### config.mk
export PLATFORM = sky130hd
export DESIGN_NAME = icache_victim_sel
export DESIGN_NICKNAME = d
export VERILOG_FILES = /design/src/icache_victim_sel.sv
export SDC_FILE = /design/constraint.sdc
export NUM_CORES = 1
export LEC_CHECK = 0
export ABC_CLOCK_PERIOD_IN_PS = 800
export BUFFER_PORTS_ARGS = -buffer_cell sky130_fd_sc_hd__buf_2
export CELL_PAD_IN_SITES_DETAIL_PLACEMENT = 0
export CELL_PAD_IN_SITES_GLOBAL_PLACEMENT = 1
export CORE_AREA = 2 2 39 41
export CTS_CLUSTER_SIZE = 16
export DETAILED_ROUTE_END_ITERATION = 12
export DIE_AREA = 0 0 41 43
export PLACE_DENSITY = 0.58
export SYNTH_ARGS = -nofsm -noshare
export SYNTH_HDL_FRONTEND = slang
export SYNTH_SLANG_ARGS = --single-unit
export TNS_END_PERCENT = 50
### constraint.sdc
create_clock -name clk -period 0.8 [get_ports clk]
set_input_delay 0.16 -clock clk [delete_from_list [all_inputs] [get_ports clk]]
set_output_delay 0.16 -clock clk [all_outputs]
set_load 0.01 [all_outputs]
### src/icache_victim_sel.sv
`timescale 1ns/1ps

module icache_victim_sel #(
    parameter int NUM_WAYS = 4
) (
    input  logic                clk,
    input  logic                reset,
    input  logic [NUM_WAYS-1:0] set_valid,
    // one-hot
    output logic [NUM_WAYS-1:0] victim_way
);

    localparam int WAY_BITS = (NUM_WAYS > 1) ? $clog2(NUM_WAYS) : 1;

    logic [7:0]          lfsr;
    logic [NUM_WAYS-1:0] invalid;
    logic [NUM_WAYS-1:0] first_invalid;
    logic [NUM_WAYS-1:0] rand_way;

    // x^8 + x^6 + x^5 + x^4 + 1, must not start at zero
    always_ff @(posedge clk) begin
        if (reset) begin
            lfsr <= 8'ha5;
        end else begin
            lfsr <= {lfsr[6:0], lfsr[7] ^ lfsr[5] ^ lfsr[4] ^ lfsr[3]};
        end
    end

    assign invalid = ~set_valid;

    // isolate the lowest set bit
    assign first_invalid = invalid & (~invalid + 1'b1);

    assign rand_way = NUM_WAYS'(1) << lfsr[WAY_BITS-1:0];

    // full set falls back to the random way
    assign victim_way = (|invalid) ? first_invalid : rand_way;

endmodule

# [Yosys cells after proc, flatten, opt, wreduce, memory -nomap -nowiden]
# Cells that the tools add are included.
[classes] n_shift=1 n_eq_ne=0 n_div=0 n_lt_le_gt_ge=0 addsub=1 n_reduce_logical=1 muxes=1 bitwise_logic=6 multipliers=0
[ops] op="$not A4 Y4" n=2
[ops] op="$add A4 B1 Y4 const B" n=1
[ops] op="$and A4 B4 Y4" n=1
[ops] op="$mux W4" n=1
[ops] op="$reduce_or A4 Y1" n=1
[ops] op="$shl A1 B2 Y4 const A" n=1
[ops] op="$xor A1 B1 Y1" n=3
[totals] in_bits=6 reg_bits=8 mem_bits_rw=0 wordCells=11 latch_bits=0 n_memories=0 rom_bits=0 out_inout_bits=4

# [Logic depth before layout (Yosys ltp)]
[logic_depth] ltp_word=5 ltp_mapped=3 ltp_nobuf=3

# [Worst setup path before layout]
# No wires, ideal clock.
[synth_path] kind="flip-flop to output port" start="reg lfsr[1]" end="out victim_way[1]" slack_ps=-112 required_time_ps=640 stages_incl_launch_ff=4 n_path_buf=0 arrival_time_ps=752 path_cell_list="dfxtp_1 nor2b_1 nand3_1 a21boi_1"
[synth_between] elab_chain_len=2
[synth_rtl] item="start: declaration" line_no="15" rtl="logic [7:0] lfsr;"
[synth_rtl] item="start signal: assignment" line_no="25" rtl="lfsr <= {lfsr[6:0], lfsr[7] ^ lfsr[5] ^ lfsr[4] ^ lfsr[3]};"
[synth_rtl] item="$shl A1 B2 Y4" line_no="34" rtl="assign rand_way = NUM_WAYS'(1) << lfsr[WAY_BITS-1:0];"
[synth_rtl] item="$mux W4" line_no="37" rtl="assign victim_way = (|invalid) ? first_invalid : rand_way;"
[synth_rtl] item="end: declaration" line_no="10" rtl="output logic [NUM_WAYS-1:0] victim_way"
# No other way between the ends.

# [Final worst setup path]
# Ends and elaborated chain as after synthesis.

==> flow_summary.ini <==
[hold_path]
worstHoldPathType = input pin to flop

[final_layout]
multi_input_area_um2 = 156
final.fill_count = 143
top_register = lfsr
seq_area_um2 = 163
final_nets = 54
drive_above_1_share_pct = 50.0
area_delta_synth_final_pct = 44.7
final_cell_area_um2 = 429
largest_reg_flops = 8
largestRegisters = lfsr x8
antenna_cells = 0

[timing]
min_period_ps = 1190
fmax_ghz = 0.840
setup_viol = 5
setup_tns_ps = -1470
rsz0062_at_grt = yes
fin_worst_skew_ps = 2.07
slew_viol_final = 0
postLayoutSetupSlackWorst_ps = -390
worstMarginPinSlew_ps = 160
period_share_pct = 149
hold_viol = 0
max_slew_margin_pct = 89.3

[critical_path]
critPathLaunch = lfsr[1]
required_ps = 640
critPathCaptureType = output port
endpoint = victim_way[1]
r2r_cells = 3
start_kind = flop
cp.arrival_ps = 1030
timing.rr.end = lfsr[0]
crit_type = flop to output port
cp_max_fo = 2
regToRegStartpoint = lfsr[7]
reg2reg_slack_ps = -30

[logic_synthesis]
syn_area_um2 = 297
synth_area_leaders = dfxtp_1, nor2b_1, xor2_1
ys_seq_elements = 8
synth_cell_type_count = 11
syn_area_per_cell_um2 = 9.57
ys_seq_area_share_pct = 54.0
synth_edf_count = 0
synth_top_area_share_pct = 54.0
yosysTopAreaCell = dfxtp_1
synth_common_cells = dfxtp_1, nor2b_1, nand2_1
async_reset_ff_share_pct = 0
synth_nets = 37
ys.flop_type = dfxtp_1
synth_cells = 31
synth.most_common_cell = dfxtp_1
ys_warn_count = 0

[detailed_routing]
wl_per_cell_um = 8.63
vias = 246
post-route-drc-count = 0
dr.pass1.iters = 2
drt.antenna.violating_nets = 0
drt-total-wl_um = 535
drt_iter0_drc = 1
vias_per_cell = 3.97

[clock_tree]
cts-buffers-inserted = 3
clkLatencyLatePin_ps = 250
cts_sinks = 8
cts_tree = built
cts_setup_buffers = 0
clockBufferDepth = 2
htreeDepth = 1
path_clk_slew_ps = 50
ctsHoldBuffers = 0
cts_root_buffer = clkbuf_4

[global_route]
antenna_found_initial = 0
grt_overflow = 0
grt_pass1_wl_um = 897
grtUsageTotal_pct = 8.13
grt_max_degree = 9
grt_pass1_vias = 219

[placement]
dp_hpwl_um = 392
dpl_cell_area_um2 = 393
gp_congestion = 0.586
io_buffer_count = 9

[floorplan]
core_area_mm2 = 0.00138
core.rowCount = 14
die-height_um = 43
ios = 10
fp.dieW_um = 41
initial_core_util_pct = 21.4
die-area_mm2 = 0.00176

[status]
violations = setup timing
status = complete, but fails checks

[pwr]
peakVddDrop_mv = 1.15
power.density_mw_per_mm2 = 2090
leakage_nw = 0.191

[job]
maxCapViolCount = 0
-- where the power goes --
group	switching [W]	internal, W
Combinational	0.0000621	0.0000803
Sequential	0.0000225	0.000440
Clock	0.000121	0.000171
Total	0.000206	0.000691
-- per-layer routing --
layer	wire length, um	global-route usage (%)
met1	251	9.65
met2	243	9.06
met3	40	9.95
met4	0	2.00
met5	0	0
-- through the flow --
step,setup WS (ps),utilization (%),std cells,power [W],hold slack [ps]
after global routing,-458,31.0,62,0.000973,155
after floorplan,-63.4,-,31,0.000539,224
after CTS,-414,30.7,62,0.000916,158
final,-390,31.0,62,0.000898,172
after detailed placement,-173,28.4,59,0.000599,389
after global placement,-185,28.4,59,0.000601,397
-- worst min-delay path by stage --
| stage | start | endpoint | slack (ps) | depth (start not counted) |
|---|---|---|---|---|
| floorplan | reset | lfsr[1] | 220 | 1 |
| global placement | lfsr[6] | lfsr[7] | 400 | 1 |
| detailed placement | lfsr[6] | lfsr[7] | 390 | 1 |
| CTS | reset | lfsr[1] | 160 | 2 |
| global route | reset | lfsr[1] | 150 | 2 |
| finish | reset | lfsr[1] | 170 | 2 |
-- worst max-delay path, stage by stage, from the launching register on --
cell	delay, ps
dfxtp_2	320
nor2b_2	130
nand3_2	90
a21boi_2	110
buf_2	130
-- timing repair --
| item | CTS | global route |
|---|---|---|
| hold endpoints to repair | 0 | 0 |
| pin swaps | 7 | 2 |
| endpoints found under the setup margin | 6 | 6 |
| resized for setup | 4 | 1 |
| gates cloned | 0 | 0 |
-- kinds of logic after synthesis --
kind of cell / count (synthesis) / share of synthesized area [%]
simple gates: 17 / 31.2
flops: 8 / 54.0
xor+xnor: 3 / 8.86
compound gates: 3 / 5.91
-- final cells by class --
type | count | share of cell area, %
repair buffers | 12 | 15.7
flip-flops and latches | 8 | 37.9
multi-input cells | 23 | 36.4
well taps | 16 | 4.66
clock buffers | 3 | 5.25
-- layout by cell type, fill, tap and decap left out --
cell and count:
nor2b_1 4, or2_4 1, dfxtp_1 6, a21boi_2 1, xnor2_1 1, clkbuf_4 3
a21oi_2 1, buf_2 9, dfxtp_2 2, or2_1 2, nand3_2 1, nand3_1 2
nand2_1 4, a21oi_1 1, xor2_1 2, nor2b_2 2, buf_4 3, nand2b_1 1
No activity file was read; power rests on OpenSTA's default activity.
