===== src/icache_pkg.sv =====
package icache_pkg;

    // fetch address and AXI beat
    localparam int ADDR_WIDTH = 32;
    localparam int WORD_WIDTH = 32;

    // cache geometry
    localparam int LINE_WORDS   = 8;
    localparam int NUM_SETS     = 128;
    localparam int INDEX_WIDTH  = $clog2(NUM_SETS);
    localparam int OFFSET_WIDTH = $clog2(LINE_WORDS * WORD_WIDTH / 8);
    localparam int TAG_WIDTH    = ADDR_WIDTH - INDEX_WIDTH - OFFSET_WIDTH;

    typedef logic [LINE_WORDS-1:0][WORD_WIDTH-1:0] line_t;
    typedef logic [INDEX_WIDTH-1:0] index_t;
    typedef logic [TAG_WIDTH-1:0] tag_t;

    // raw for the bus side, fields for the lookup side
    typedef struct packed {
        tag_t       tag;
        index_t     index;
        logic [2:0] word_off;
        logic [1:0] byte_off;
    } fetch_fields_t;

    typedef union packed {
        logic [ADDR_WIDTH-1:0] raw;
        fetch_fields_t         f;
    } fetch_addr_t;

    // AR channel codes for one line refill
    localparam logic [7:0] AXI_LEN_LINE   = 8'(LINE_WORDS - 1);
    localparam logic [2:0] AXI_SIZE_WORD  = 3'd2;
    localparam logic [1:0] AXI_BURST_INCR = 2'd1;

endpackage


===== src/icache_refill_if.sv =====
`timescale 1ns/1ps

interface icache_refill_if;

    // miss request from the lookup
    logic                    miss_valid;
    icache_pkg::fetch_addr_t miss_addr;

    // finished line, one cycle wide
    logic                    fill_valid;
    icache_pkg::index_t      fill_index;
    icache_pkg::tag_t        fill_tag;
    icache_pkg::line_t       fill_line;

    modport source (
        input  miss_valid, miss_addr,
        output fill_valid, fill_index, fill_tag, fill_line
    );

    modport sink (
        output miss_valid, miss_addr,
        input  fill_valid, fill_index, fill_tag, fill_line
    );

endinterface


===== src/icache_refill.sv =====
`timescale 1ns/1ps

module icache_refill (
    input  logic                              clk,
    input  logic                              reset,

    // AR channel
    output logic                              arvalid,
    input  logic                              arready,
    output logic [icache_pkg::ADDR_WIDTH-1:0] araddr,
    output logic [7:0]                        arlen,
    output logic [2:0]                        arsize,
    output logic [1:0]                        arburst,

    // R channel
    input  logic                              rvalid,
    output logic                              rready,
    input  logic [icache_pkg::WORD_WIDTH-1:0] rdata,
    input  logic                              rlast,

    icache_refill_if.source                   refill
);

    localparam logic [1:0] S_IDLE = 2'd0;
    localparam logic [1:0] S_ADDR = 2'd1;
    localparam logic [1:0] S_READ = 2'd2;

    localparam int BEAT_BITS = $clog2(icache_pkg::LINE_WORDS);

    logic [1:0]              state;
    icache_pkg::fetch_addr_t line_addr;
    logic [BEAT_BITS-1:0]    beat_cnt;
    icache_pkg::line_t       line_buf;
    logic                    fill_valid;
    logic                    beat;

    assign beat = (state == S_READ) && rvalid && rready;

    // miss_valid is still high during the fill pulse, so skip that cycle
    always_ff @(posedge clk) begin
        if (reset) begin
            state      <= S_IDLE;
            fill_valid <= 1'b0;
            beat_cnt   <= '0;
        end else begin
            fill_valid <= 1'b0;
            case (state)
                S_IDLE: begin
                    if (refill.miss_valid && !fill_valid) begin
                        state <= S_ADDR;
                    end
                end
                S_ADDR: begin
                    if (arready) begin
                        state    <= S_READ;
                        beat_cnt <= '0;
                    end
                end
                S_READ: begin
                    if (beat) begin
                        beat_cnt <= beat_cnt + 1'b1;
                        if (rlast) begin
                            state      <= S_IDLE;
                            fill_valid <= 1'b1;
                        end
                    end
                end
                default: begin
                    state <= S_IDLE;
                end
            endcase
        end
    end

    // line-aligned copy of the missed address
    always_ff @(posedge clk) begin
        if (state == S_IDLE && refill.miss_valid && !fill_valid) begin
            line_addr.raw <= {refill.miss_addr.raw[icache_pkg::ADDR_WIDTH-1:
                                                   icache_pkg::OFFSET_WIDTH],
                              {icache_pkg::OFFSET_WIDTH{1'b0}}};
        end
    end

    // beats arrive in address order for an incrementing burst
    always_ff @(posedge clk) begin
        if (beat) begin
            line_buf[beat_cnt] <= rdata;
        end
    end

    assign arvalid = (state == S_ADDR);
    assign araddr  = line_addr.raw;
    assign arlen   = icache_pkg::AXI_LEN_LINE;
    assign arsize  = icache_pkg::AXI_SIZE_WORD;
    assign arburst = icache_pkg::AXI_BURST_INCR;

    // R channel never stalls
    assign rready = 1'b1;

    assign refill.fill_valid = fill_valid;
    assign refill.fill_index = line_addr.f.index;
    assign refill.fill_tag   = line_addr.f.tag;
    assign refill.fill_line  = line_buf;

    a_ar_hold: assert property (@(posedge clk) disable iff (reset)
        arvalid && !arready |=> arvalid && $stable(araddr));

    // memory must end the burst on the last word of the line
    a_rlast_beat: assert property (@(posedge clk) disable iff (reset)
        beat |-> (rlast == (beat_cnt == BEAT_BITS'(icache_pkg::LINE_WORDS - 1))));

endmodule


===== src/flat_wrapper.sv =====
// flat-port wrapper written by rule: the top's interface ports become plain ports
module icache_refill_flat 
  (clk, reset, arvalid, arready, araddr, arlen, arsize, arburst, rvalid, rready, rdata, rlast, refill_miss_valid, refill_miss_addr, refill_fill_valid, refill_fill_index, refill_fill_tag, refill_fill_line);
  icache_refill_if refill_i ();
  input  logic clk;
  input  logic reset;
  output logic arvalid;
  input  logic arready;
  output logic [icache_pkg::ADDR_WIDTH-1:0] araddr;
  output logic [7:0] arlen;
  output logic [2:0] arsize;
  output logic [1:0] arburst;
  input  logic rvalid;
  output logic rready;
  input  logic [icache_pkg::WORD_WIDTH-1:0] rdata;
  input  logic rlast;
  input wire logic [$bits(refill_i.miss_valid)-1:0] refill_miss_valid;
  input wire logic [$bits(refill_i.miss_addr)-1:0] refill_miss_addr;
  output wire logic [$bits(refill_i.fill_valid)-1:0] refill_fill_valid;
  output wire logic [$bits(refill_i.fill_index)-1:0] refill_fill_index;
  output wire logic [$bits(refill_i.fill_tag)-1:0] refill_fill_tag;
  output wire logic [$bits(refill_i.fill_line)-1:0] refill_fill_line;
  assign refill_i.miss_valid = refill_miss_valid;
  assign refill_i.miss_addr = refill_miss_addr;
  assign refill_fill_valid = refill_i.fill_valid;
  assign refill_fill_index = refill_i.fill_index;
  assign refill_fill_tag = refill_i.fill_tag;
  assign refill_fill_line = refill_i.fill_line;
  icache_refill u_core (.clk(clk), .reset(reset), .arvalid(arvalid), .arready(arready), .araddr(araddr), .arlen(arlen), .arsize(arsize), .arburst(arburst), .rvalid(rvalid), .rready(rready), .rdata(rdata), .rlast(rlast), .refill(refill_i));
endmodule

===== config.mk =====
export PLATFORM = sky130hd
export DESIGN_NAME = icache_refill_flat
export DESIGN_NICKNAME = d
export VERILOG_FILES = /design/src/icache_pkg.sv /design/src/icache_refill_if.sv /design/src/icache_refill.sv /design/src/flat_wrapper.sv
export SDC_FILE = /design/constraint.sdc
export NUM_CORES = 1
export LEC_CHECK = 0
export BUFFER_PORTS_ARGS = -buffer_cell sky130_fd_sc_hd__buf_2
export CORE_MARGIN = 10
export CORE_UTILIZATION = 44
export CTS_BUF_LIST = sky130_fd_sc_hd__clkbuf_4
export CTS_CLUSTER_DIAMETER = 100
export DETAILED_ROUTE_END_ITERATION = 8
export HOLD_SLACK_MARGIN = 0.12
export PLACE_DENSITY_LB_ADDON = 0.1
export REMOVE_ABC_BUFFERS = 1
export SYNTH_ARGS = -nofsm -noshare
export SYNTH_HDL_FRONTEND = slang
export SYNTH_SLANG_ARGS = --single-unit

===== constraint.sdc =====
create_clock -name clk -period 3.5 [get_ports clk]
set_clock_uncertainty 0.1 [all_clocks]
set_input_delay 0.35 -clock clk [delete_from_list [all_inputs] [get_ports clk]]
set_output_delay 0.35 -clock clk [all_outputs]
set_load 0.02 [all_outputs]

# [Word level (Yosys, flattened, before mapping)]
# Index checks and enable logic that the tools add are counted.
[totals] reg_bits=289 latch_bits=0 ramBits=0 rom_bits=0 input_bits=70 out_inout_bits=331 word_cells=46 n_memories=0
[classes] n_addsub=1 n_mul=0 div=0 magnitude_cmp=2 eq_ne=6 shifts=0 muxes=12 bitwise_logic=2 n_reduce_logical=11
[ops] operator="$bwmux 256" n=1
[ops] operator="$demux 32 s3" n=1
[ops] operator="$mux 32" n=1
[ops] operator="$mux 2" n=4
[ops] operator="$mux 3" n=2
[ops] operator="$ne 2x1->1 const B" n=3
[ops] operator="$pmux 2 s3" n=1
[ops] operator="$pmux 3 s2" n=1
[ops] operator="$logic_and 1x1->1" n=5
[ops] operator="$lt 3x4->1 const B" n=1
[ops] operator="$reduce_and 4->1" n=1
[ops] operator="$add 3x1->3 const B" n=1
[ops] operator="$ge 3x1->1 const B" n=1
[ops] operator="$reduce_and 3->1" n=1
[ops] operator="$reduce_or 3->1" n=1
[ops] operator="$eq 2x1->1 const B" n=1
[ops] operator="$eq 2x2->1 const B" n=1
[ops] operator="$logic_not 2->1" n=1
[ops] operator="$ne 2x2->1 const B" n=1
[ops] operator="$not 1->1" n=2
[ops] operator="$reduce_bool 2->1" n=1
[ops] operator="$logic_not 1->1" n=1
[ops] operator="$mux 1" n=1

# [Logic depth before layout (Yosys ltp)]
[logic_depth] depth_word=5 depth_mapped=4 depth_no_buf=3

# [Worst setup path before layout]
# OpenSTA, ideal clock, no wires.
[synth_path] path_type="reg2reg" startpoint="register u_core.state[1]" endpoint="register u_core.line_addr, in the netlist u_core.araddr[10], enable pin" setup_ps=489 arrival_ps=3321 required_time_ps=2911 slack_ps=-410 path_stages_with_launch=3 path_buffers=1 period_less_slack_ps=3910 cell_sequence="dfxtp_1 buf_6 nor4b_1"
[synth_between] elab_chain_len=3
[synth_rtl] item="from (decl)" line="icache_refill.sv:30" text="logic [1:0] state;"
[synth_rtl] item="from (signal assigned)" line="icache_refill.sv:42" text="state <= S_IDLE;"
[synth_rtl] item="from (signal assigned)" line="icache_refill.sv:50" text="state <= S_ADDR;"
[synth_rtl] item="from (signal assigned)" line="icache_refill.sv:55" text="state <= S_READ;"
[synth_rtl] item="$logic_not 2->1" line="icache_refill.sv:77" text="if (state == S_IDLE && refill.miss_valid && !fill_valid) begin"
[synth_rtl] item="$logic_and 1x1->1 (2 in series)" line="icache_refill.sv:77"
[synth_rtl] item="to (decl)" line="icache_refill.sv:31" text="icache_pkg::fetch_addr_t line_addr;"
# No other way between the ends.
# A chain may end at the register's enable or synchronous reset.

# [Worst setup path in the final report]
[layout_path] startpoint="register u_core.state[1]" endpoint="register u_core.line_buf, in the netlist u_core.refill.fill_line[198], enable pin"
[layout_between] elab_chain_len=2
[layout_rtl] item="$eq 2x2->1" line="icache_refill.sv:37" text="assign beat = (state == S_READ) && rvalid && rready;"
[layout_rtl] item="$logic_and 1x1->1" line="icache_refill.sv:37"
[layout_rtl] item="to (signal, indexed assignment)" line="icache_refill.sv:87" text="line_buf[beat_cnt] <= rdata;"
[layout_rtl] item="to (decl)" line="icache_refill.sv:33" text="icache_pkg::line_t line_buf;"
# No other way between the ends.

==> flow_metrics.py <==
metrics = {
    "setup_path": {
        "max_stage_delay_ps": 510,
        "start_kind": "register",
        "worst-path-max-fanout": 20,
        "setup.worst_path.class": "register to register",
        "crit_chain": "nor2b_1, nand3b_1, nor2_4, buf_4",
        "critPathSlowestCell": "dfxtp_1",
        "worstPathRequired_ps": 3670,
        "crit_path_end_kind": "register",
        "cp.arrival_ps": 2700,
    },
    "finish": {
        "design_area_um2": 12840,
        "fillers": 1511,
        "nNetsFinal": 943,
        "area_growth_pct": 39.35,
        "fin_cells": 1193,
        "layout-drive-gt1-share_pct": 55.31,
    },
    "synth": {
        "yosysUniqueCellTypes": 23,
        "synth.avg_cell_area_um2": 24.51,
        "synth-edff-count": 283,
        "synthCells": 376,
        "yosysWarnings": 0,
        "yosysMostFrequentCell": "edfxtp_1",
        "synthTopCellsByCount": "edfxtp_1, buf_4, nor2_1",
        "ys.flop_type": "edfxtp_1",
        "synthesis.area_um2": 9215,
        "yosysTopAreaCell": "edfxtp_1",
        "ys_seq_area_share_pct": 93.52,
        "ys_seq_elements": 289,
        "synth_top_area_share_pct": 92.22,
        "synthArstFlopShare_pct": 0,
        "netlist_top_cells_area": "edfxtp_1, buf_4, dfxtp_1, nor2_1, a21oi_1",
    },
    "drt": {
        "wire_per_inst_um": 22.41,
        "drt-total-wl_mm": 26.74,
        "ant_nets": 0,
        "drtIter0Drc": 351,
        "drt-pass1-iter-count": 4,
        "drc": 0,
        "vias": 5510,
        "viasPerCell": 4.619,
    },
    "timing": {
        "fmax_mhz": 396.0,
        "period_share_pct": 72.15,
        "finalHoldViolations": 0,
        "relSlewSlack_pct": 61.80,
        "whs_ps": 328.6,
        "rsz0062_at_grt": "false",
        "drv_slew": 0,
        "period_needed_ps": 2525,
        "setup_viol": 0,
        "worst_slack_ps": 974.9,
        "tightest_slew_ps": 573.0,
    },
    "clock_network": {
        "cts_max_level": 3,
        "cts_root_buf": "clkbuf_4",
        "cts_buffers": 71,
        "path_clk_slew_ps": 70,
        "cts_sinks": 289,
        "cts_buffer_depth": 3,
        "tritoncts": "built",
        "clkLatencyLatePin_ps": 630,
    },
    "place": {
        "pre_cts_ws_ps": 989.3,
        "dp_hpwl_mm": 19.07,
        "placed_area_um2": 11290,
        "gp_congestion": 0.8495,
        "portBuffers": 376,
        "numPlacedInstances": 1003,
    },
    "global_route": {
        "grt.overflow.total": 0,
        "grt_max_degree": 33,
        "grt_util_all_layers_pct": 19.07,
        "antenna_found_initial": 1,
        "grt_pass1_vias": 5923,
        "grt_pass1_wl_mm": 37.78,
    },
    "pwr": {
        "p_leak_nw": 5.111,
        "peakVddDrop_mv": 0.3775,
        "power-per-cell-area_nw_per_um2": 532.4,
        "seqPwrFrac_pct": 56.4,
        "p_clk_share_pct": 39.2,
        "p_int_mw": 5.413,
        "power.net_switching_mw": 1.424,
        "swShare_pct": 20.82,
        "p_comb_share_pct": 4.4,
    },
    "status": {
        "status": "completed",
    },
    "floorplan": {
        "die_h_um": 164.7,
        "coreArea_um2": 20430,
        "fp.dieW_um": 164.7,
        "initial_core_util_pct": 45.11,
        "ios": 401,
        "die_area_um2": 27130,
        "rows": 52,
    },
    "hold_path": {
        "hold_class": "input pin to register",
    },
    "job": {
        "cap_violations": 0,
    },
}
## layer usage
metal  GRT usage, %  up-vias  wire length [um]
met3          8.265       54              3094
li1               -     2443                 -
met4          8.816        0               763
met2          32.08      319             13640
met1          20.38     2694              9239
met5              0        -                 0
## layout make-up
| type | count | area [um^2] | share of cell area, % |
|---|---|---|---|
| clock buffer | 107 | 803.3 | 6.255 |
| inverter | 1 | 3.754 | 0.02923 |
| multi-input combinational | 56 | 361.6 | 2.816 |
| tap | 270 | 337.8 | 2.631 |
| antenna | 1 | 2.502 | 0.01949 |
| sequential | 289 | 8618 | 67.11 |
| timing repair buffer | 453 | 2625 | 20.44 |
| clock inverter | 16 | 88.84 | 0.6918 |
## flip-flops by register name, summed over array words and instances, names as in the netlist
name,cells
u_core.beat_cnt,3
u_core.state,2
u_core.araddr,27
u_core.refill.fill_line,256
u_core.refill.fill_valid,1
## worst max-delay path, delay by kind of cell (launching register included)
| family | cells | cell delay (ps) |
|---|---|---|
| DFF | 1 | 510 |
| buffers and inverters | 1 | 440 |
| and+or+nand+nor | 3 | 1090 |
## through the flow
step	utilization, %	TNS [ps]	power (mW)
2_1_floorplan	-	-13180	4.032
3_3_place_gp	55.24	0	4.164
3_5_place_dp	55.24	0	4.174
4_1_cts	62.84	0	6.945
5_1_grt	62.86	0	7.161
6_report	62.86	0	6.837
## cell families after synthesis
group           Yosys count  synth area share (%)
fa+ha+maj                 1                0.1358
compound gates            7                0.4208
buf+inv                  48                 3.910
flops                   289                 93.52
other cells               2               0.08150
simple gates             29                 1.928
## path summary, 6_finish.rpt
path	end	startpoint	cells after the start	slack [ps]
setup reg to reg	u_core.refill.fill_line[198]$_DFFE_PP_	u_core.state[1]$_SDFFE_PP0P_	4	970
hold / removal	u_core.araddr[18]$_DFFE_PP_	refill_miss_addr[18]	2	330
setup / recovery	u_core.refill.fill_line[198]$_DFFE_PP_	u_core.state[1]$_SDFFE_PP0P_	4	970
hold reg to reg	u_core.beat_cnt[0]$_SDFFE_PP0P_	u_core.beat_cnt[0]$_SDFFE_PP0P_	2	490
## power groups by stage
| stage | Clock (mW) | Sequential (mW) | Combinational [mW] |
|---|---|---|---|
| final | 2.68 | 3.85 | 0.304 |
| after global routing | 2.98 | 3.85 | 0.325 |
| after CTS | 2.79 | 3.85 | 0.306 |
| after detailed placement | 0 | 3.93 | 0.247 |
| after global placement | 0 | 3.92 | 0.239 |
| after floorplan | 0 | 3.99 | 0.0406 |
## cells in the final DEF, fill, tap and decap left out, drive strengths merged
| cell type | Yosys | layout |
|---|---|---|
| a21oi | 5 | 5 |
| a2bb2oi | 1 | 1 |
| and2b | 1 | 1 |
| and3b | 1 | 1 |
| and4 | 1 | 1 |
| buf | 47 | 387 |
| bufinv | 0 | 1 |
| clkbuf | 0 | 107 |
| clkinv | 0 | 14 |
| conb | 2 | 19 |
| dfxtp | 6 | 6 |
| diode | 0 | 1 |
| dlygate4sd3 | 0 | 66 |
| edfxtp | 283 | 283 |
| ha | 1 | 1 |
| inv | 1 | 2 |
| nand2 | 3 | 3 |
| nand2b | 2 | 2 |
| nand3b | 1 | 1 |
| nand4b | 1 | 1 |
| nor2 | 8 | 8 |
| nor2b | 2 | 2 |
| nor3 | 4 | 4 |
| nor3b | 2 | 2 |
| nor4 | 2 | 2 |
| nor4b | 1 | 1 |
| o21ai | 1 | 1 |
## repair_timing
item,4_1_cts,5_1_grt
resized for setup,0,0
buffers inserted,0,0
hold endpoints to repair,289,0
hold buffers,66,0
Note: power is estimated with default switching activity, not from simulation.
